$ cat config.mk
export PLATFORM = sky130hd
export DESIGN_NAME = slv_guard_top
export DESIGN_NICKNAME = d
export VERILOG_FILES = /design/src/verilog/slv_guard_pkg.sv /design/src/verilog/slv_guard_regs.sv /design/src/verilog/write_guard.sv /design/src/verilog/read_guard.sv /design/src/verilog/slv_guard_top.sv
export SDC_FILE = /design/constraint.sdc
export NUM_CORES = 1
export LEC_CHECK = 0
export BUFFER_PORTS_ARGS = -buffer_cell sky130_fd_sc_hd__buf_2
export CORE_UTILIZATION = 50
export CTS_CLUSTER_SIZE = 30
export DETAILED_ROUTE_END_ITERATION = 6
export PLACE_DENSITY = 0.82
export SLEW_MARGIN = 20
export SYNTH_ARGS = -nofsm -noshare
export SYNTH_HDL_FRONTEND = slang
export SYNTH_SLANG_ARGS = --single-unit
$ cat constraint.sdc
create_clock -name clk_i -period 3.8 [get_ports clk_i]
set_clock_uncertainty 0.1 [all_clocks]
set_input_delay 1.14 -clock clk_i [delete_from_list [all_inputs] [get_ports clk_i]]
set_output_delay 1.14 -clock clk_i [all_outputs]
set_load 0.01 [all_outputs]
$ cat src/verilog/slv_guard_pkg.sv
/*
 * Shared types and constants of the AXI4-Lite subordinate guard.
 * Covers bus field widths, response codes, register map and guard states.
 */
package slv_guard_pkg;

  // AXI4-Lite fields
  typedef logic [31:0] addr_t;
  typedef logic [31:0] data_t;
  typedef logic [3:0]  strb_t;
  typedef logic [1:0]  resp_t;

  localparam resp_t RESP_OKAY   = 2'b00;
  localparam resp_t RESP_SLVERR = 2'b10;

  // Latency counter and budget
  typedef logic [15:0] cnt_t;

  localparam cnt_t BUDGET_RESET = 16'd16;

  // Register port offsets
  typedef logic [4:0] reg_addr_t;

  localparam reg_addr_t REG_BUDGET_WR  = 5'h00;
  localparam reg_addr_t REG_BUDGET_RD  = 5'h04;
  localparam reg_addr_t REG_STATUS     = 5'h08;
  localparam reg_addr_t REG_FAULT_ADDR = 5'h0C;
  localparam reg_addr_t REG_CLEAR      = 5'h10;

  // Guard FSM, shared by the write and read side
  typedef enum logic [1:0] {
    IDLE,
    BUSY,
    FAULT
  } guard_state_e;

endpackage

$ cat src/verilog/slv_guard_regs.sv
`timescale 1ns/1ps
/*
 * Configuration and status registers of the subordinate guard.
 * Holds both latency budgets, the fault flags and the first fault address.
 */
module slv_guard_regs (
  input  logic                     clk_i,
  input  logic                     reset_i,
  // Register port
  input  logic                     reg_req_i,
  input  logic                     reg_we_i,
  input  slv_guard_pkg::reg_addr_t reg_addr_i,
  input  slv_guard_pkg::data_t     reg_wdata_i,
  output slv_guard_pkg::data_t     reg_rdata_o,
  output logic                     reg_rvalid_o,
  // Fault reports from the guards
  input  logic                     wr_fault_set_i,
  input  logic                     rd_fault_set_i,
  input  slv_guard_pkg::addr_t     wr_fault_addr_i,
  input  slv_guard_pkg::addr_t     rd_fault_addr_i,
  // Configuration towards the guards
  output slv_guard_pkg::cnt_t      budget_wr_o,
  output slv_guard_pkg::cnt_t      budget_rd_o,
  output logic                     fault_clear_o
);

  slv_guard_pkg::cnt_t  budget_wr_q;
  slv_guard_pkg::cnt_t  budget_rd_q;
  logic [1:0]           status_q;
  slv_guard_pkg::addr_t fault_addr_q;
  logic                 fault_clear_q;
  logic                 rvalid_q;
  logic                 wr_req;
  logic                 rd_req;
  logic                 clear_req;

  assign wr_req    = reg_req_i & reg_we_i;
  assign rd_req    = reg_req_i & ~reg_we_i;
  assign clear_req = wr_req && (reg_addr_i == slv_guard_pkg::REG_CLEAR);

  always_ff @(posedge clk_i) begin
    if (reset_i) begin
      budget_wr_q   <= slv_guard_pkg::BUDGET_RESET;
      budget_rd_q   <= slv_guard_pkg::BUDGET_RESET;
      status_q      <= 2'b00;
      fault_addr_q  <= '0;
      fault_clear_q <= 1'b0;
      rvalid_q      <= 1'b0;
    end else begin
      rvalid_q      <= rd_req;
      fault_clear_q <= clear_req;

      if (wr_req && (reg_addr_i == slv_guard_pkg::REG_BUDGET_WR)) begin
        budget_wr_q <= slv_guard_pkg::cnt_t'(reg_wdata_i);
      end
      if (wr_req && (reg_addr_i == slv_guard_pkg::REG_BUDGET_RD)) begin
        budget_rd_q <= slv_guard_pkg::cnt_t'(reg_wdata_i);
      end

      // Only the first fault since the last clear records its address
      if ((status_q == 2'b00) || clear_req) begin
        if (wr_fault_set_i) begin
          fault_addr_q <= wr_fault_addr_i;
        end else if (rd_fault_set_i) begin
          fault_addr_q <= rd_fault_addr_i;
        end
      end

      // A fault in the same cycle as a clear survives it
      if (clear_req) begin
        status_q <= 2'b00;
      end
      if (wr_fault_set_i) begin
        status_q[0] <= 1'b1;
      end
      if (rd_fault_set_i) begin
        status_q[1] <= 1'b1;
      end
    end
  end

  // Read data, one cycle after the request
  always_ff @(posedge clk_i) begin
    if (rd_req) begin
      case (reg_addr_i)
        slv_guard_pkg::REG_BUDGET_WR:  reg_rdata_o <= slv_guard_pkg::data_t'(budget_wr_q);
        slv_guard_pkg::REG_BUDGET_RD:  reg_rdata_o <= slv_guard_pkg::data_t'(budget_rd_q);
        slv_guard_pkg::REG_STATUS:     reg_rdata_o <= slv_guard_pkg::data_t'(status_q);
        slv_guard_pkg::REG_FAULT_ADDR: reg_rdata_o <= fault_addr_q;
        default:                       reg_rdata_o <= '0;
      endcase
    end
  end

  assign reg_rvalid_o  = rvalid_q;
  assign budget_wr_o   = budget_wr_q;
  assign budget_rd_o   = budget_rd_q;
  assign fault_clear_o = fault_clear_q;

  // Read response only ever follows a read request by exactly one cycle
  a_rvalid_after_read: assert property (
    @(posedge clk_i) disable iff (reset_i)
    reg_rvalid_o |-> $past(reg_req_i && !reg_we_i)
  );

endmodule

$ cat src/verilog/write_guard.sv
`timescale 1ns/1ps
/*
 * Write guard for one AXI4-Lite write in flight.
 * Passes AW, W and B through, times the subordinate and answers SLVERR
 * itself on timeout, then isolates the subordinate until cleared.
 */
module write_guard #(
  parameter int unsigned CntWidth = 16
) (
  input  logic                 clk_i,
  input  logic                 reset_i,
  input  logic                 guard_ena_i,
  input  slv_guard_pkg::cnt_t  budget_i,
  input  logic                 fault_clear_i,
  // Manager side
  input  logic                 m_awvalid_i,
  input  slv_guard_pkg::addr_t m_awaddr_i,
  output logic                 m_awready_o,
  input  logic                 m_wvalid_i,
  input  slv_guard_pkg::data_t m_wdata_i,
  input  slv_guard_pkg::strb_t m_wstrb_i,
  output logic                 m_wready_o,
  output logic                 m_bvalid_o,
  output slv_guard_pkg::resp_t m_bresp_o,
  input  logic                 m_bready_i,
  // Subordinate side
  output logic                 s_awvalid_o,
  output slv_guard_pkg::addr_t s_awaddr_o,
  input  logic                 s_awready_i,
  output logic                 s_wvalid_o,
  output slv_guard_pkg::data_t s_wdata_o,
  output slv_guard_pkg::strb_t s_wstrb_o,
  input  logic                 s_wready_i,
  input  logic                 s_bvalid_i,
  input  slv_guard_pkg::resp_t s_bresp_i,
  output logic                 s_bready_o,
  // Fault reporting
  output logic                 fault_o,
  output logic                 fault_set_o,
  output slv_guard_pkg::addr_t fault_addr_o
);

  slv_guard_pkg::guard_state_e state_q, state_d;
  logic [CntWidth-1:0]         cnt_q;
  logic [CntWidth-1:0]         budget;
  slv_guard_pkg::addr_t        addr_q;
  logic                        aw_taken_q;
  logic                        w_taken_q;
  logic                        err_valid_q;
  logic                        busy;
  logic                        faulted;
  logic                        aw_sub_hs;
  logic                        w_sub_hs;
  logic                        b_done;
  logic                        timeout;
  logic                        aw_take;
  logic                        w_take;
  logic                        err_fire;

  assign budget  = CntWidth'(budget_i);
  assign busy    = (state_q == slv_guard_pkg::BUSY);
  assign faulted = (state_q == slv_guard_pkg::FAULT);

  assign s_awaddr_o = m_awaddr_i;
  assign s_wdata_o  = m_wdata_i;
  assign s_wstrb_o  = m_wstrb_i;

  // Handshake valids and readies
  always_comb begin
    s_awvalid_o = (state_q == slv_guard_pkg::IDLE) & m_awvalid_i;
    m_awready_o = (state_q == slv_guard_pkg::IDLE) & s_awready_i;
    s_wvalid_o  = ~faulted & ~w_taken_q & m_wvalid_i;
    m_wready_o  = ~faulted & ~w_taken_q & s_wready_i;
    m_bvalid_o  = busy & s_bvalid_i;
    m_bresp_o   = busy ? s_bresp_i : slv_guard_pkg::RESP_SLVERR;
    // Stray and late responses are absorbed outside BUSY
    s_bready_o  = busy ? m_bready_i : 1'b1;
    if (faulted) begin
      m_awready_o = ~aw_taken_q & ~err_valid_q;
      m_wready_o  = ~w_taken_q & ~err_valid_q;
      m_bvalid_o  = err_valid_q;
    end
  end

  assign aw_sub_hs = s_awvalid_o & s_awready_i;
  assign w_sub_hs  = s_wvalid_o & s_wready_i;
  assign b_done    = busy & s_bvalid_i & m_bready_i;
  assign timeout   = busy & guard_ena_i & ~s_bvalid_i & (cnt_q >= budget);
  assign aw_take   = faulted & m_awvalid_i & m_awready_o;
  assign w_take    = faulted & m_wvalid_i & m_wready_o;
  // Local SLVERR once both address and data are held
  assign err_fire  = faulted & ~err_valid_q & (aw_taken_q | aw_take) & (w_taken_q | w_take);

  always_comb begin
    state_d = state_q;
    case (state_q)
      slv_guard_pkg::IDLE:  if (aw_sub_hs) state_d = slv_guard_pkg::BUSY;
      slv_guard_pkg::BUSY: begin
        if (b_done) begin
          state_d = slv_guard_pkg::IDLE;
        end else if (timeout) begin
          state_d = slv_guard_pkg::FAULT;
        end
      end
      default:              if (fault_clear_i) state_d = slv_guard_pkg::IDLE;
    endcase
  end

  always_ff @(posedge clk_i) begin
    if (reset_i) begin
      state_q     <= slv_guard_pkg::IDLE;
      cnt_q       <= '0;
      aw_taken_q  <= 1'b0;
      w_taken_q   <= 1'b0;
      err_valid_q <= 1'b0;
    end else begin
      state_q <= state_d;
      if (!busy) begin
        cnt_q <= '0;
      end else if (guard_ena_i && !s_bvalid_i) begin
        cnt_q <= cnt_q + 1'b1;
      end

      if (w_sub_hs) w_taken_q <= 1'b1;
      if (b_done) w_taken_q <= 1'b0;
      if (timeout) aw_taken_q <= 1'b1;

      if (faulted) begin
        if (fault_clear_i) begin
          aw_taken_q  <= 1'b0;
          w_taken_q   <= 1'b0;
          err_valid_q <= 1'b0;
        end else if (err_fire) begin
          aw_taken_q  <= 1'b0;
          w_taken_q   <= 1'b0;
          err_valid_q <= 1'b1;
        end else begin
          if (aw_take) aw_taken_q <= 1'b1;
          if (w_take) w_taken_q <= 1'b1;
          if (err_valid_q && m_bready_i) err_valid_q <= 1'b0;
        end
      end
    end
  end

  // Address of the write in flight
  always_ff @(posedge clk_i) begin
    if (aw_sub_hs) addr_q <= m_awaddr_i;
  end

  assign fault_o      = faulted;
  assign fault_set_o  = timeout;
  assign fault_addr_o = addr_q;

  a_no_b_in_idle: assert property (
    @(posedge clk_i) disable iff (reset_i)
    (state_q == slv_guard_pkg::IDLE) |-> !m_bvalid_o
  );

endmodule

$ cat src/verilog/read_guard.sv
`timescale 1ns/1ps
/*
 * Read guard for one AXI4-Lite read in flight.
 * Passes AR and R through, times the subordinate and answers zero data
 * with SLVERR on timeout, then isolates the subordinate until cleared.
 */
module read_guard #(
  parameter int unsigned CntWidth = 16
) (
  input  logic                 clk_i,
  input  logic                 reset_i,
  input  logic                 guard_ena_i,
  input  slv_guard_pkg::cnt_t  budget_i,
  input  logic                 fault_clear_i,
  // Manager side
  input  logic                 m_arvalid_i,
  input  slv_guard_pkg::addr_t m_araddr_i,
  output logic                 m_arready_o,
  output logic                 m_rvalid_o,
  output slv_guard_pkg::data_t m_rdata_o,
  output slv_guard_pkg::resp_t m_rresp_o,
  input  logic                 m_rready_i,
  // Subordinate side
  output logic                 s_arvalid_o,
  output slv_guard_pkg::addr_t s_araddr_o,
  input  logic                 s_arready_i,
  input  logic                 s_rvalid_i,
  input  slv_guard_pkg::data_t s_rdata_i,
  input  slv_guard_pkg::resp_t s_rresp_i,
  output logic                 s_rready_o,
  // Fault reporting
  output logic                 fault_o,
  output logic                 fault_set_o,
  output slv_guard_pkg::addr_t fault_addr_o
);

  slv_guard_pkg::guard_state_e state_q, state_d;
  logic [CntWidth-1:0]         cnt_q;
  logic [CntWidth-1:0]         budget;
  slv_guard_pkg::addr_t        addr_q;
  logic                        ar_taken_q;
  logic                        err_valid_q;
  logic                        busy;
  logic                        faulted;
  logic                        ar_sub_hs;
  logic                        r_done;
  logic                        timeout;
  logic                        ar_take;
  logic                        err_fire;

  assign budget  = CntWidth'(budget_i);
  assign busy    = (state_q == slv_guard_pkg::BUSY);
  assign faulted = (state_q == slv_guard_pkg::FAULT);

  assign s_araddr_o  = m_araddr_i;
  assign s_arvalid_o = (state_q == slv_guard_pkg::IDLE) & m_arvalid_i;
  // Late reads are dropped while isolated
  assign s_rready_o  = busy ? m_rready_i : 1'b1;

  assign m_arready_o = faulted ? (~ar_taken_q & ~err_valid_q)
                               : ((state_q == slv_guard_pkg::IDLE) & s_arready_i);
  assign m_rvalid_o  = faulted ? err_valid_q : (busy & s_rvalid_i);
  assign m_rdata_o   = busy ? s_rdata_i : '0;
  assign m_rresp_o   = busy ? s_rresp_i : slv_guard_pkg::RESP_SLVERR;

  assign ar_sub_hs = s_arvalid_o & s_arready_i;
  assign r_done    = busy & s_rvalid_i & m_rready_i;
  assign timeout   = busy & guard_ena_i & ~s_rvalid_i & (cnt_q >= budget);
  assign ar_take   = faulted & m_arvalid_i & m_arready_o;
  assign err_fire  = faulted & ~err_valid_q & (ar_taken_q | ar_take);

  always_comb begin
    state_d = state_q;
    case (state_q)
      slv_guard_pkg::IDLE:  if (ar_sub_hs) state_d = slv_guard_pkg::BUSY;
      slv_guard_pkg::BUSY: begin
        if (r_done) begin
          state_d = slv_guard_pkg::IDLE;
        end else if (timeout) begin
          state_d = slv_guard_pkg::FAULT;
        end
      end
      default:              if (fault_clear_i) state_d = slv_guard_pkg::IDLE;
    endcase
  end

  always_ff @(posedge clk_i) begin
    if (reset_i) begin
      state_q     <= slv_guard_pkg::IDLE;
      cnt_q       <= '0;
      ar_taken_q  <= 1'b0;
      err_valid_q <= 1'b0;
    end else begin
      state_q <= state_d;
      // Counter holds once the subordinate has answered
      if (!busy) begin
        cnt_q <= '0;
      end else if (guard_ena_i && !s_rvalid_i) begin
        cnt_q <= cnt_q + 1'b1;
      end

      if (timeout) ar_taken_q <= 1'b1;

      if (faulted) begin
        if (fault_clear_i) begin
          ar_taken_q  <= 1'b0;
          err_valid_q <= 1'b0;
        end else if (err_fire) begin
          ar_taken_q  <= 1'b0;
          err_valid_q <= 1'b1;
        end else if (err_valid_q && m_rready_i) begin
          err_valid_q <= 1'b0;
        end
      end
    end
  end

  always_ff @(posedge clk_i) begin
    if (ar_sub_hs) addr_q <= m_araddr_i;
  end

  assign fault_o      = faulted;
  assign fault_set_o  = timeout;
  assign fault_addr_o = addr_q;

  a_no_r_in_idle: assert property (
    @(posedge clk_i) disable iff (reset_i)
    (state_q == slv_guard_pkg::IDLE) |-> !m_rvalid_o
  );

endmodule

$ cat src/verilog/slv_guard_top.sv
`timescale 1ns/1ps
/*
 * Subordinate guard top level for AXI4-Lite.
 * Joins the register block with the write and read guards.
 */
module slv_guard_top #(
  parameter int unsigned CntWidth = 16
) (
  input  logic                     clk_i,
  input  logic                     reset_i,
  input  logic                     guard_ena_i,
  // Manager port
  input  logic                     m_awvalid_i,
  input  slv_guard_pkg::addr_t     m_awaddr_i,
  output logic                     m_awready_o,
  input  logic                     m_wvalid_i,
  input  slv_guard_pkg::data_t     m_wdata_i,
  input  slv_guard_pkg::strb_t     m_wstrb_i,
  output logic                     m_wready_o,
  output logic                     m_bvalid_o,
  output slv_guard_pkg::resp_t     m_bresp_o,
  input  logic                     m_bready_i,
  input  logic                     m_arvalid_i,
  input  slv_guard_pkg::addr_t     m_araddr_i,
  output logic                     m_arready_o,
  output logic                     m_rvalid_o,
  output slv_guard_pkg::data_t     m_rdata_o,
  output slv_guard_pkg::resp_t     m_rresp_o,
  input  logic                     m_rready_i,
  // Subordinate port
  output logic                     s_awvalid_o,
  output slv_guard_pkg::addr_t     s_awaddr_o,
  input  logic                     s_awready_i,
  output logic                     s_wvalid_o,
  output slv_guard_pkg::data_t     s_wdata_o,
  output slv_guard_pkg::strb_t     s_wstrb_o,
  input  logic                     s_wready_i,
  input  logic                     s_bvalid_i,
  input  slv_guard_pkg::resp_t     s_bresp_i,
  output logic                     s_bready_o,
  output logic                     s_arvalid_o,
  output slv_guard_pkg::addr_t     s_araddr_o,
  input  logic                     s_arready_i,
  input  logic                     s_rvalid_i,
  input  slv_guard_pkg::data_t     s_rdata_i,
  input  slv_guard_pkg::resp_t     s_rresp_i,
  output logic                     s_rready_o,
  // Register port
  input  logic                     reg_req_i,
  input  logic                     reg_we_i,
  input  slv_guard_pkg::reg_addr_t reg_addr_i,
  input  slv_guard_pkg::data_t     reg_wdata_i,
  output slv_guard_pkg::data_t     reg_rdata_o,
  output logic                     reg_rvalid_o,
  // Fault signalling
  output logic                     irq_o,
  output logic                     rst_req_o
);

  slv_guard_pkg::cnt_t  budget_wr;
  slv_guard_pkg::cnt_t  budget_rd;
  logic                 fault_clear;
  logic                 wr_fault;
  logic                 rd_fault;
  logic                 wr_fault_set;
  logic                 rd_fault_set;
  slv_guard_pkg::addr_t wr_fault_addr;
  slv_guard_pkg::addr_t rd_fault_addr;

  slv_guard_regs i_regs (
    .clk_i           ( clk_i         ),
    .reset_i         ( reset_i       ),
    .reg_req_i       ( reg_req_i     ),
    .reg_we_i        ( reg_we_i      ),
    .reg_addr_i      ( reg_addr_i    ),
    .reg_wdata_i     ( reg_wdata_i   ),
    .reg_rdata_o     ( reg_rdata_o   ),
    .reg_rvalid_o    ( reg_rvalid_o  ),
    .wr_fault_set_i  ( wr_fault_set  ),
    .rd_fault_set_i  ( rd_fault_set  ),
    .wr_fault_addr_i ( wr_fault_addr ),
    .rd_fault_addr_i ( rd_fault_addr ),
    .budget_wr_o     ( budget_wr     ),
    .budget_rd_o     ( budget_rd     ),
    .fault_clear_o   ( fault_clear   )
  );

  write_guard #(
    .CntWidth ( CntWidth )
  ) i_write_guard (
    .clk_i         ( clk_i         ),
    .reset_i       ( reset_i       ),
    .guard_ena_i   ( guard_ena_i   ),
    .budget_i      ( budget_wr     ),
    .fault_clear_i ( fault_clear   ),
    .m_awvalid_i   ( m_awvalid_i   ),
    .m_awaddr_i    ( m_awaddr_i    ),
    .m_awready_o   ( m_awready_o   ),
    .m_wvalid_i    ( m_wvalid_i    ),
    .m_wdata_i     ( m_wdata_i     ),
    .m_wstrb_i     ( m_wstrb_i     ),
    .m_wready_o    ( m_wready_o    ),
    .m_bvalid_o    ( m_bvalid_o    ),
    .m_bresp_o     ( m_bresp_o     ),
    .m_bready_i    ( m_bready_i    ),
    .s_awvalid_o   ( s_awvalid_o   ),
    .s_awaddr_o    ( s_awaddr_o    ),
    .s_awready_i   ( s_awready_i   ),
    .s_wvalid_o    ( s_wvalid_o    ),
    .s_wdata_o     ( s_wdata_o     ),
    .s_wstrb_o     ( s_wstrb_o     ),
    .s_wready_i    ( s_wready_i    ),
    .s_bvalid_i    ( s_bvalid_i    ),
    .s_bresp_i     ( s_bresp_i     ),
    .s_bready_o    ( s_bready_o    ),
    .fault_o       ( wr_fault      ),
    .fault_set_o   ( wr_fault_set  ),
    .fault_addr_o  ( wr_fault_addr )
  );

  read_guard #(
    .CntWidth ( CntWidth )
  ) i_read_guard (
    .clk_i         ( clk_i         ),
    .reset_i       ( reset_i       ),
    .guard_ena_i   ( guard_ena_i   ),
    .budget_i      ( budget_rd     ),
    .fault_clear_i ( fault_clear   ),
    .m_arvalid_i   ( m_arvalid_i   ),
    .m_araddr_i    ( m_araddr_i    ),
    .m_arready_o   ( m_arready_o   ),
    .m_rvalid_o    ( m_rvalid_o    ),
    .m_rdata_o     ( m_rdata_o     ),
    .m_rresp_o     ( m_rresp_o     ),
    .m_rready_i    ( m_rready_i    ),
    .s_arvalid_o   ( s_arvalid_o   ),
    .s_araddr_o    ( s_araddr_o    ),
    .s_arready_i   ( s_arready_i   ),
    .s_rvalid_i    ( s_rvalid_i    ),
    .s_rdata_i     ( s_rdata_i     ),
    .s_rresp_i     ( s_rresp_i     ),
    .s_rready_o    ( s_rready_o    ),
    .fault_o       ( rd_fault      ),
    .fault_set_o   ( rd_fault_set  ),
    .fault_addr_o  ( rd_fault_addr )
  );

  // Both outputs stay up while either side is isolated
  assign irq_o     = wr_fault | rd_fault;
  assign rst_req_o = wr_fault | rd_fault;

endmodule

**Word-level counts from Yosys, hierarchy flattened**

Cells that the tools add are included.

- Order comparisons: 2
- Reduce and logical (&&, ||, !) cells: 28
- Add/subtract/negate cells: 2
- Equal/unequal tests: 12
- Mux-type cells: 46
- Bitwise operators: 51

Operator list:

| operator | number |
|---|---|
| $pmux W32 S4 | 1 |
| $mux W32 | 3 |
| $and A1 B1 Y1 | 36 |
| $add A16 B1 Y16 const B | 2 |
| $ge A16 B16 Y1 | 2 |
| $mux W1 | 30 |
| $mux W2 | 10 |
| $reduce_bool A3 Y1 | 4 |
| $not A1 Y1 | 11 |
| $eq A5 B4 Y1 const B | 2 |
| $pmux W2 S2 | 2 |
| $logic_and A1 B1 Y1 | 7 |
| $logic_not A2 Y1 | 3 |
| $reduce_and A2 Y1 | 3 |
| $reduce_and A3 Y1 | 2 |
| $reduce_bool A2 Y1 | 3 |
| $eq A5 B3 Y1 const B | 1 |
| $eq A5 B5 Y1 const B | 1 |
| $logic_not A5 Y1 | 1 |
| $eq A2 B1 Y1 const B | 2 |
| $eq A2 B2 Y1 const B | 2 |
| $ne A2 B1 Y1 const B | 2 |
| $or A1 B1 Y1 | 4 |
| $reduce_or A2 Y1 | 2 |
| other kinds (4) | 5 |

- Word-level logic and storage cells: 160
- Flip-flop bits (word level): 205
- Output and inout port bits: 181
- Input port bits: 188

**Logic depth before layout (Yosys ltp)**

Gate-level depths: netlist of the first run.

- Word-level depth: 11
- Depth in mapped cells: 11
- Mapped depth without buffers: 8

**Cells and area by module**

From an unflattened synthesis of the first run, not the netlist that was laid out.

- Cells, all modules: 925
- Area total of the unflattened synthesis: 9830.7 um^2

By module, submodules not included:

| module | sequential area each (um^2) | instances | cells an instance | area an instance (um^2) |
|---|---|---|---|---|
| slv_guard_regs | 2322.2 | 1 | 374 | 4105.2 |
| write_guard | 1381.3 | 1 | 282 | 2949.1 |
| read_guard | 1361.3 | 1 | 267 | 2762.6 |
| slv_guard_top | 0.0 | 1 | 2 | 13.8 |

**Worst setup path before layout of the first run**

OpenSTA, ideal clock, no wires.

- Path type: input to register
- Start point: input reg_we_i
- End point: register i_regs.reg_rdata_o[0], enable pin
- Slack: 0.661 ns
- Setup time: 0.426 ns
- Buffers on the path: 0
- Data required time: 3.274 ns
- Stages: 1
- Arrival time: 2.613 ns
- Path through: nor2b_1

- Longest elaborated chain between the ends: 2

RTL lines:

| item | line | text |
|---|---|---|
| start, declared | slv_guard_top.sv:50 | `input logic reg_we_i,` |
| $not A1 Y1 | slv_guard_regs.sv:38 | `assign rd_req = reg_req_i & ~reg_we_i;` |
| $and A1 B1 Y1 | slv_guard_regs.sv:38 |  |
| end signal, assigned | slv_guard_regs.sv:86 | `slv_guard_pkg::REG_BUDGET_WR: reg_rdata_o <= slv_guard_pkg::data_t'(budget_wr_q);` |
| end signal, assigned | slv_guard_regs.sv:87 | `slv_guard_pkg::REG_BUDGET_RD: reg_rdata_o <= slv_guard_pkg::data_t'(budget_rd_q);` |
| end signal, assigned | slv_guard_regs.sv:88 | `slv_guard_pkg::REG_STATUS: reg_rdata_o <= slv_guard_pkg::data_t'(status_q);` |
| end, declared | slv_guard_regs.sv:14 | `output slv_guard_pkg::data_t reg_rdata_o,` |

No other way between the ends.
A chain may end at the register's enable or synchronous reset.

**Final worst setup path of the first run**

- Start point: register i_read_guard.state_q[0]
- End point: output m_rdata_o[20]

- Longest elaborated chain between the ends: 2

RTL lines:

| item | line | text |
|---|---|---|
| start, declared | read_guard.sv:37 | `slv_guard_pkg::guard_state_e state_q, state_d;` |
| start signal, assigned | read_guard.sv:89 | `state_q <= slv_guard_pkg::IDLE;` |
| start signal, assigned | read_guard.sv:94 | `state_q <= state_d;` |
| $eq A2 B1 Y1 | read_guard.sv:52 | `assign busy = (state_q == slv_guard_pkg::BUSY);` |
| $mux W32 | read_guard.sv:63 | `assign m_rdata_o = busy ? s_rdata_i : '0;` |
| end, declared | slv_guard_top.sv:27 | `output slv_guard_pkg::data_t m_rdata_o,` |

No other way between the ends.

==> results of run 1 <==
[per-stage QoR]
step | hold slack (ns) | utilization [%] | area [µm²] | setup slack (ns) | power (W)
5_1_grt | 0.398 | 59.9 | 11700 | 0.546 | 0.00503
2_1_floorplan | 0.332 | - | 10000 | 0.661 | 0.00263
3_5_place_dp | 0.366 | 56.1 | 11000 | 0.423 | 0.00273
6_report | 0.379 | 60.0 | 11700 | 0.639 | 0.00486
3_3_place_gp | 0.345 | 56.1 | 11000 | 0.464 | 0.00272
4_1_cts | 0.378 | 59.9 | 11700 | 0.646 | 0.00489
[cell type report]
class	count	area share, %
Timing Repair Buffer	297	13.4
Sequential cell	205	43.3
Tap cell	265	2.83
Clock inverter	10	1.16
Inverter	52	1.67
Multi-Input combinational cell	553	32.4
Antenna cell	1	0.0214
Clock buffer	30	5.23
[synthesized netlist by cell type (12+ instances only)]
cell type | instances | share of area, %
a21oi_1 | 38 | 1.9
a222oi_1 | 14 | 1.4
a41oi_1 | 33 | 2.9
and2_1 | 54 | 3.4
buf_4 | 102 | 7.7
clkbuf_1 | 31 | 1.2
dfxtp_1 | 109 | 22
edfxtp_1 | 96 | 29
ha_1 | 34 | 4.3
inv_1 | 52 | 2.0
mux2i_1 | 51 | 5.1
nand2_1 | 69 | 2.6
nor2_1 | 60 | 2.3
nor3b_1 | 34 | 2.6
o21ai_0 | 12 | 0.60
o21ai_1 | 30 | 1.5
xor2_1 | 20 | 1.8
[registers in the layout, summed over array words and instances, names as in the netlist, 2 cells and up]
signal and flops:
i_regs.reg_rdata_o 32, i_read_guard.fault_addr_o 32, i_regs.budget_wr_o 16, i_read_guard.cnt_q 16
i_write_guard.cnt_q 16, i_write_guard.fault_addr_o 32, i_regs.status_q 2, i_write_guard.state_q 2
i_read_guard.state_q 2, i_regs.fault_addr_q 32, i_regs.budget_rd_o 16
[routing by layer]
metal	vias up	part of all wire [%]	GRT usage, %
met5	-	0	0
met4	0	1.8	5.32
met3	30	8.1	3.57
met2	312	47	35.3
met1	3565	44	31.0
li1	3657	-	-
[where the power goes]
group          switching, W  leakage [nW]  internal [W]  total, W
logic              0.000179          2.99      0.000127  0.000306
registers         0.0000153          1.79       0.00236   0.00238
clock network      0.000846         0.364       0.00134   0.00218
total               0.00104          5.14       0.00382   0.00486
[kinds of logic (layout without fill, tap and decap cells)]
kind of cell | count (synthesis) | count (layout) | synth area share [%]
XOR/XNOR | 27 | 27 | 2.36
AO/OA/AOI/OAI | 161 | 161 | 11.1
AND/OR/NAND/NOR | 280 | 280 | 14.9
other | 0 | 1 | 0
adder cells (fa/ha/maj) | 34 | 34 | 4.25
flip-flops | 205 | 205 | 50.6
multiplexers | 51 | 51 | 5.10
buffers and inverters | 199 | 389 | 11.6
[how the worst min path moves through the flow]
stage / start / endpoint / slack [ns] / cells past startpoint
floorplan: i_read_guard.ar_taken_q / i_read_guard.ar_taken_q / 0.33 / 2
global placement: i_read_guard.ar_taken_q / i_read_guard.ar_taken_q / 0.34 / 2
detailed placement: i_regs.budget_wr_o[9] / i_regs.budget_wr_o[9] / 0.37 / 2
CTS: i_regs.budget_wr_o[8] / i_regs.budget_wr_o[8] / 0.38 / 2
global route: i_regs.budget_wr_o[3] / i_regs.budget_wr_o[3] / 0.40 / 2
finish: i_regs.budget_wr_o[8] / i_regs.budget_wr_o[8] / 0.38 / 2
[worst max-delay path: cells and delay by family, from the launching register on]
kind / cells / cell delay (ns)
AND/OR/NAND/NOR: 2 / 0.50
buffers and inverters: 2 / 0.47
flip-flops: 1 / 0.43
==> impl_metrics.prom, run 1 <==
# TYPE chip_impl_metric gauge
chip_impl_metric{name="final-seq-area",unit="µm²"} 5060
chip_impl_metric{name="remaining_drc_errors",unit=""} 0
chip_impl_metric{name="num_io_pins",unit=""} 369
chip_impl_metric{name="n_fill_cell",unit=""} 1605
chip_impl_metric{name="clock_sinks",unit=""} 205
chip_impl_metric{name="grt_start_max_net_pins",unit=""} 74
chip_impl_info{name="crit_slowest_cell",value="dfxtp_1"} 1
chip_impl_info{name="worstSetupEndpointType",value="output port"} 1
chip_impl_metric{name="drt_first_pass_iters",unit=""} 6
chip_impl_metric{name="max_freq",unit="GHz"} 0.316
chip_impl_info{name="worst_r2r_endpoint",value="i_regs.fault_addr_q[15]"} 1
chip_impl_info{name="layout_common_cells",value="280 x buf_2, 109 x dfxtp_1, 96 x edfxtp_1, 69 x nand2_1, 60 x nor2_1"} 1
chip_impl_metric{name="synth.yosys.seq_area_share",unit="%"} 50.6
chip_impl_info{name="worstSetupPathType",value="reg -> out"} 1
chip_impl_info{name="crit_chain",value="nor2b_2 -> buf_4 -> and2_1 -> buf_2"} 1
chip_impl_metric{name="synthesis.yosys.warnings",unit=""} 0
chip_impl_metric{name="globalplace.congestion",unit=""} 0.854
chip_impl_info{name="worstSetupEndpoint",value="m_rdata_o[20]"} 1
chip_impl_info{name="regToRegStartpoint",value="i_regs.budget_wr_o[2]"} 1
chip_impl_metric{name="maximum_vdd_drop",unit="µV"} 382
chip_impl_metric{name="drt-vias-per-instance",unit=""} 5.35
chip_impl_metric{name="worst-endpoint-required",unit="ns"} 2.56
chip_impl_metric{name="cellLeakagePower",unit="nW"} 5.14
chip_impl_info{name="clock_tree_from_tritoncts",value="done"} 1
chip_impl_metric{name="route.detailed.wl_per_inst",unit="µm"} 16.7
chip_impl_metric{name="die_h",unit="µm"} 143
chip_impl_metric{name="cts.hold.buffers_added",unit=""} 0
chip_impl_metric{name="grt_antenna_before_repair",unit=""} 0
chip_impl_metric{name="route.final.wire_length",unit="µm"} 23500
chip_impl_metric{name="timing.reg2reg.worst_path_depth",unit=""} 9
chip_impl_metric{name="routed-via-count",unit=""} 7564
chip_impl_metric{name="crit_path_max_incr_delay",unit="ns"} 0.43
chip_impl_metric{name="place_hpwl",unit="µm"} 17700
chip_impl_metric{name="layout.cells.non_filler",unit=""} 1413
chip_impl_info{name="dominantRegCellSynth",value="dfxtp_1"} 1
chip_impl_metric{name="grt_remaining_overflow",unit=""} 0
chip_impl_metric{name="cts_inserted_buffers",unit=""} 22
chip_impl_info{name="setup.worst_path.start",value="i_read_guard.state_q[0]"} 1
chip_impl_info{name="final_common_cell",value="buf_2"} 1
chip_impl_metric{name="clk_pin_slew_worst_paths",unit="ns"} 0.06
chip_impl_metric{name="max_cap_violations",unit=""} 0
chip_impl_metric{name="setup_viol",unit=""} 0
chip_impl_metric{name="postSynthNetCount",unit=""} 1179
chip_impl_metric{name="number_of_global_route_vias_before_repair",unit=""} 6818
chip_impl_metric{name="mapped_cell_area",unit="µm²"} 10000
chip_impl_metric{name="relSlewSlack",unit="%"} 46.6
chip_impl_metric{name="setup-tns-final",unit="ns"} 0
chip_impl_metric{name="die_area",unit="µm²"} 20600
chip_impl_metric{name="grt_usage",unit="%"} 22.0
chip_impl_metric{name="synthesized_instance_count",unit=""} 957
chip_impl_metric{name="synth-seq-cells",unit=""} 205
chip_impl_metric{name="synth.distinct_cells",unit=""} 56
chip_impl_info{name="rsz_0062_raised_after_global_routing",value="false"} 1
chip_impl_metric{name="finalCriticalPeriod",unit="ns"} 3.16
chip_impl_metric{name="crit_fanout",unit=""} 37
chip_impl_metric{name="final_hold_viol_count",unit=""} 0
chip_impl_metric{name="flow.area_growth_from_synthesis",unit="%"} 17.0
chip_impl_metric{name="portBuffers",unit=""} 280
chip_impl_metric{name="cts_resized",unit=""} 0
chip_impl_metric{name="floorplan.initialDensity",unit="%"} 51.2
chip_impl_metric{name="post_cts_buffers",unit=""} 0
chip_impl_metric{name="tightestPinTransition",unit="ns"} 0.797
chip_impl_metric{name="period_share",unit="%"} 83.2
chip_impl_metric{name="power-per-cell-area",unit="nW/µm²"} 415
chip_impl_metric{name="average_cell_area_after_synthesis",unit="µm²"} 10.5
chip_impl_metric{name="core.rowCount",unit=""} 51
chip_impl_metric{name="grt_pass1_wl",unit="µm"} 35300
chip_impl_info{name="cts_root_buffer",value="clkbuf_16"} 1
chip_impl_metric{name="htree_levels",unit=""} 1
chip_impl_metric{name="edff_count_synth",unit=""} 96
chip_impl_metric{name="antenna_left",unit=""} 0
chip_impl_info{name="worst_setup_path_start_kind",value="flip-flop"} 1
chip_impl_metric{name="count_of_final_max_slew_check_failures",unit=""} 0
chip_impl_metric{name="dieWidth",unit="µm"} 143
chip_impl_metric{name="async_flop_share",unit="%"} 0
chip_impl_metric{name="dr.first_iter.drc_count",unit=""} 687
chip_impl_metric{name="nets",unit=""} 1353
chip_impl_info{name="outcome",value="finished clean"} 1
chip_impl_metric{name="timing.critical_path.arrival",unit="ns"} 1.92
chip_impl_metric{name="multi_input_comb_area",unit="µm²"} 3800
chip_impl_metric{name="place_inst",unit=""} 1372
chip_impl_metric{name="post_route_cells_drive_above_1_share",unit="%"} 29.5
chip_impl_info{name="timing.hold.worst.class",value="reg -> reg"} 1
chip_impl_metric{name="placeableCoreArea",unit="µm²"} 19500
chip_impl_metric{name="insertion_delay",unit="ns"} 0.51
chip_impl_metric{name="cts-root-to-sink-buffers",unit=""} 3
chip_impl_metric{name="rrSetupSlack",unit="ns"} 0.95
(Power assumes the default switching activity.)
==> run 2, diff against run 1 <==
--- a/config.mk
+++ b/config.mk
@@ -5,11 +5,12 @@
 export SDC_FILE = /design/constraint.sdc
 export NUM_CORES = 1
 export LEC_CHECK = 0
+export ABC_AREA = 1
 export BUFFER_PORTS_ARGS = -buffer_cell sky130_fd_sc_hd__buf_2
-export CORE_UTILIZATION = 50
+export CORE_UTILIZATION = 45
 export CTS_CLUSTER_SIZE = 30
 export DETAILED_ROUTE_END_ITERATION = 6
-export PLACE_DENSITY = 0.82
+export PLACE_DENSITY = 0.78
 export SLEW_MARGIN = 20
 export SYNTH_ARGS = -nofsm -noshare
 export SYNTH_HDL_FRONTEND = slang
==> constraint.sdc (replaced) <==
create_clock -name clk_i -period 2.5 [get_ports clk_i]
set_clock_uncertainty 0.1 [all_clocks]
set_input_delay 0.75 -clock clk_i [delete_from_list [all_inputs] [get_ports clk_i]]
set_output_delay 0.75 -clock clk_i [all_outputs]
set_load 0.01 [all_outputs]
==> run 2 against run 1 <==
  * The flow now finishes with violations (design-rule violations)
  * Global-route usage fell by 1.2 points
  * Highest routed layer is now met5
  * Synthesized area increased by 1.4%
  * Non-clock buffer count up 10
  * Via count up 8.8%
  * Setup slack worse by 0.59 ns
==> impl_metrics.prom, run 2 <==
# TYPE chip_impl_metric gauge
chip_impl_metric{name="synth.yosys.seq_area_share",unit="%"} 49.9
chip_impl_metric{name="die_h",unit="µm"} 152
chip_impl_info{name="worstSetupPathType",value="reg -> out"} 1
chip_impl_metric{name="grt_antenna_before_repair",unit=""} 3
chip_impl_metric{name="post_route_cells_drive_above_1_share",unit="%"} 27.0
chip_impl_info{name="synthTopCellsByCount",value="246 x nand2_1, 174 x nor2_1, 168 x inv_1"} 1
chip_impl_info{name="clock_tree_from_tritoncts",value="done"} 1
chip_impl_metric{name="setup-tns-final",unit="ns"} 0
chip_impl_metric{name="tot_pwr",unit="W"} 0.00819
chip_impl_metric{name="synthDominantCellAreaShare",unit="%"} 28.4
chip_impl_metric{name="hold_ws",unit="ns"} 0.331
chip_impl_metric{name="cts.hold.buffers_added",unit=""} 0
chip_impl_info{name="synth.most_common_cell",value="nand2_1"} 1
chip_impl_metric{name="power.sequential.fraction",unit="%"} 44.6
chip_impl_metric{name="nets",unit=""} 1633
chip_impl_metric{name="worst-endpoint-required",unit="ns"} 1.65
chip_impl_metric{name="drt_first_pass_iters",unit=""} 7
chip_impl_metric{name="period_share",unit="%"} 97.9
chip_impl_metric{name="globalplace.congestion",unit=""} 0.865
chip_impl_metric{name="cts-root-to-sink-buffers",unit=""} 3
chip_impl_metric{name="average_cell_area_after_synthesis",unit="µm²"} 8.32
chip_impl_metric{name="routed-via-count",unit=""} 8232
chip_impl_metric{name="floorplan.initialDensity",unit="%"} 46.2
chip_impl_metric{name="grt_pass1_wl",unit="µm"} 39000
chip_impl_metric{name="htree_levels",unit=""} 1
chip_impl_metric{name="postSynthNetCount",unit=""} 1441
chip_impl_metric{name="portBuffers",unit=""} 280
chip_impl_metric{name="min_delay_path_depth",unit=""} 1
chip_impl_info{name="rsz_0062_raised_after_global_routing",value="true"} 1
chip_impl_metric{name="p_sw",unit="W"} 0.00191
chip_impl_info{name="worstSetupEndpointType",value="output port"} 1
chip_impl_metric{name="core.rowCount",unit=""} 54
chip_impl_metric{name="cellLeakagePower",unit="nW"} 5.72
chip_impl_metric{name="synth-seq-cells",unit=""} 205
chip_impl_metric{name="tightestPinTransition",unit="ns"} 0.739
chip_impl_metric{name="synthesized_instance_count",unit=""} 1219
chip_impl_metric{name="timing.reg2reg.worst_path_depth",unit=""} 14
chip_impl_metric{name="final_hold_viol_count",unit=""} 0
chip_impl_metric{name="remaining_drc_errors",unit=""} 48
chip_impl_metric{name="clk_pin_slew_worst_paths",unit="ns"} 0.06
chip_impl_metric{name="async_flop_share",unit="%"} 0
chip_impl_metric{name="crit_fanout",unit=""} 7
chip_impl_metric{name="grt_start_max_net_pins",unit=""} 65
chip_impl_metric{name="sw_frac_of_total",unit="%"} 23.4
chip_impl_metric{name="p_int",unit="W"} 0.00627
chip_impl_metric{name="num_io_pins",unit=""} 369
chip_impl_metric{name="grt_remaining_overflow",unit=""} 0
chip_impl_metric{name="synth.distinct_cells",unit=""} 40
chip_impl_info{name="post-synth-top-area-cell",value="edfxtp_1"} 1
chip_impl_metric{name="grt_usage",unit="%"} 20.8
chip_impl_info{name="layout_common_cells",value="278 x buf_2, 246 x nand2_1, 170 x nor2_1, 164 x inv_1, 107 x dfxtp_1"} 1
chip_impl_metric{name="place_hpwl",unit="µm"} 18100
chip_impl_metric{name="relSlewSlack",unit="%"} 50.7
chip_impl_info{name="worst_setup_path_start_kind",value="flip-flop"} 1
chip_impl_metric{name="cts_inserted_buffers",unit=""} 24
chip_impl_metric{name="maximum_vdd_drop",unit="µV"} 526
chip_impl_info{name="timing.hold.worst.class",value="in -> reg"} 1
chip_impl_metric{name="number_of_global_route_vias_before_repair",unit=""} 7947
chip_impl_info{name="synth.top_cells.by_area",value="edfxtp_1 28%, dfxtp_1 22%, nand2_1 9.1%"} 1
chip_impl_metric{name="drt-vias-per-instance",unit=""} 4.81
chip_impl_info{name="failed_checks",value="design-rule violations"} 1
chip_impl_metric{name="clock_sinks",unit=""} 205
chip_impl_metric{name="placeableCoreArea",unit="µm²"} 22000
chip_impl_metric{name="count_of_final_max_slew_check_failures",unit=""} 0
chip_impl_metric{name="flow.area_growth_from_synthesis",unit="%"} 19.8
chip_impl_metric{name="route.detailed.wl_per_inst",unit="µm"} 14.3
chip_impl_metric{name="antenna_left",unit=""} 0
chip_impl_info{name="cts_root_buffer",value="clkbuf_16"} 1
chip_impl_metric{name="insertion_delay",unit="ns"} 0.51
chip_impl_metric{name="edff_count_synth",unit=""} 96
chip_impl_metric{name="route.final.wire_length",unit="µm"} 24500
chip_impl_metric{name="setup_viol",unit=""} 0
chip_impl_metric{name="power-per-cell-area",unit="nW/µm²"} 674
chip_impl_metric{name="postLayoutCoreUtil",unit="%"} 55.3
chip_impl_metric{name="p_clk_share",unit="%"} 44.2
chip_impl_info{name="outcome",value="finished with violations"} 1
chip_impl_metric{name="max_cap_violations",unit=""} 0
chip_impl_info{name="final_common_cell",value="buf_2"} 1
chip_impl_metric{name="max_freq",unit="GHz"} 0.408
chip_impl_info{name="dominantRegCellSynth",value="dfxtp_1"} 1
chip_impl_metric{name="die_area",unit="µm²"} 23100
chip_impl_metric{name="timing.critical_path.arrival",unit="ns"} 1.60
chip_impl_metric{name="mapped_cell_area",unit="µm²"} 10100
chip_impl_metric{name="dieWidth",unit="µm"} 152
chip_impl_metric{name="finalCriticalPeriod",unit="ns"} 2.45
chip_impl_metric{name="dr.first_iter.drc_count",unit=""} 537
chip_impl_metric{name="synthesis.yosys.warnings",unit=""} 0
chip_impl_metric{name="p_comb_share",unit="%"} 11.2
-- run 2: changes by cell type after synthesis, sizes merged, moves of 40 or more --
cell   previous run  this run
nand2            69       257
and2             54         0
mux2i            51         0
nor2             60       183
inv              52       169
nand3             8        48
-- run 2: final cells by class --
| class | count | area (µm²) |
|---|---|---|
| Fill cell | 1941 | 9810 |
| Antenna cell | 1 | 2.50 |
| Multi-Input combinational cell | 704 | 3540 |
| Sequential cell | 205 | 5070 |
| Clock buffer | 35 | 673 |
| Inverter | 169 | 637 |
| Timing Repair Buffer | 307 | 1730 |
| Clock inverter | 9 | 150 |
| Tap cell | 280 | 350 |
-- run 2: what timing repair did --
item,in CTS,in global routing
cloned,0,1
pin swaps,0,1
endpoints found under the setup margin,4,21
gates resized for setup,4,15
buffers inserted,0,6
-- run 2: path summary, 6_finish.rpt --
check	start	to	slack (ns)
setup / recovery	i_write_guard.state_q[0]	m_bresp_o[1]	0.05
hold / removal	m_araddr_i[17]	i_read_guard.fault_addr_o[17]	0.33
setup reg to reg	i_regs.budget_rd_o[11]	i_regs.fault_addr_q[0]	0.17
hold reg to reg	i_regs.budget_wr_o[9]	i_regs.budget_wr_o[9]	0.37
-- run 2: cell families (layout without fill, tap and decap cells) --
family / after synthesis / in the layout / synth area share (%)
adders and majority gates: 34 / 34 / 4.19
other: 0 / 1 / 0
and+or+nand+nor: 516 / 516 / 21.3
DFF: 205 / 205 / 49.9
buffers and inverters: 310 / 520 / 15.8
AOI/OAI and AO/OA: 144 / 144 / 7.96
xor gates and xnor gates: 10 / 10 / 0.864
-- run 2: layer usage --
| layer | routed length [µm] | track usage (%) |
|---|---|---|
| met5 | 8 | 0 |
| met1 | 10500 | 26.7 |
| met2 | 11800 | 35.8 |
| met4 | 574 | 5.73 |
| met3 | 1670 | 4.15 |
-- run 2: critical path, stage by stage, from the launching register on --
cell and delay, ns:
dfxtp_1 0.32, inv_1 0.06, nor2_1 0.16, inv_2 0.12
or2_2 0.29, buf_2 0.14
-- run 2: power groups by stage --
stage	logic (W)	clock network [W]	registers, W
after detailed placement	0.000830	0	0.00373
after CTS	0.000840	0.00369	0.00366
after global routing	0.00100	0.00382	0.00366
final	0.000917	0.00362	0.00365
after global placement	0.000815	0	0.00372
after floorplan	0.000539	0	0.00373
-- run 2: stage by stage --
stage	area, µm²	setup WS [ns]	instances
after global routing	12100	-0.0458	1709
after global placement	11200	0.132	1658
after detailed placement	11200	0.0972	1658
final	12200	0.0514	1710
after CTS	12000	0.00341	1702
after floorplan	10200	0.194	1219
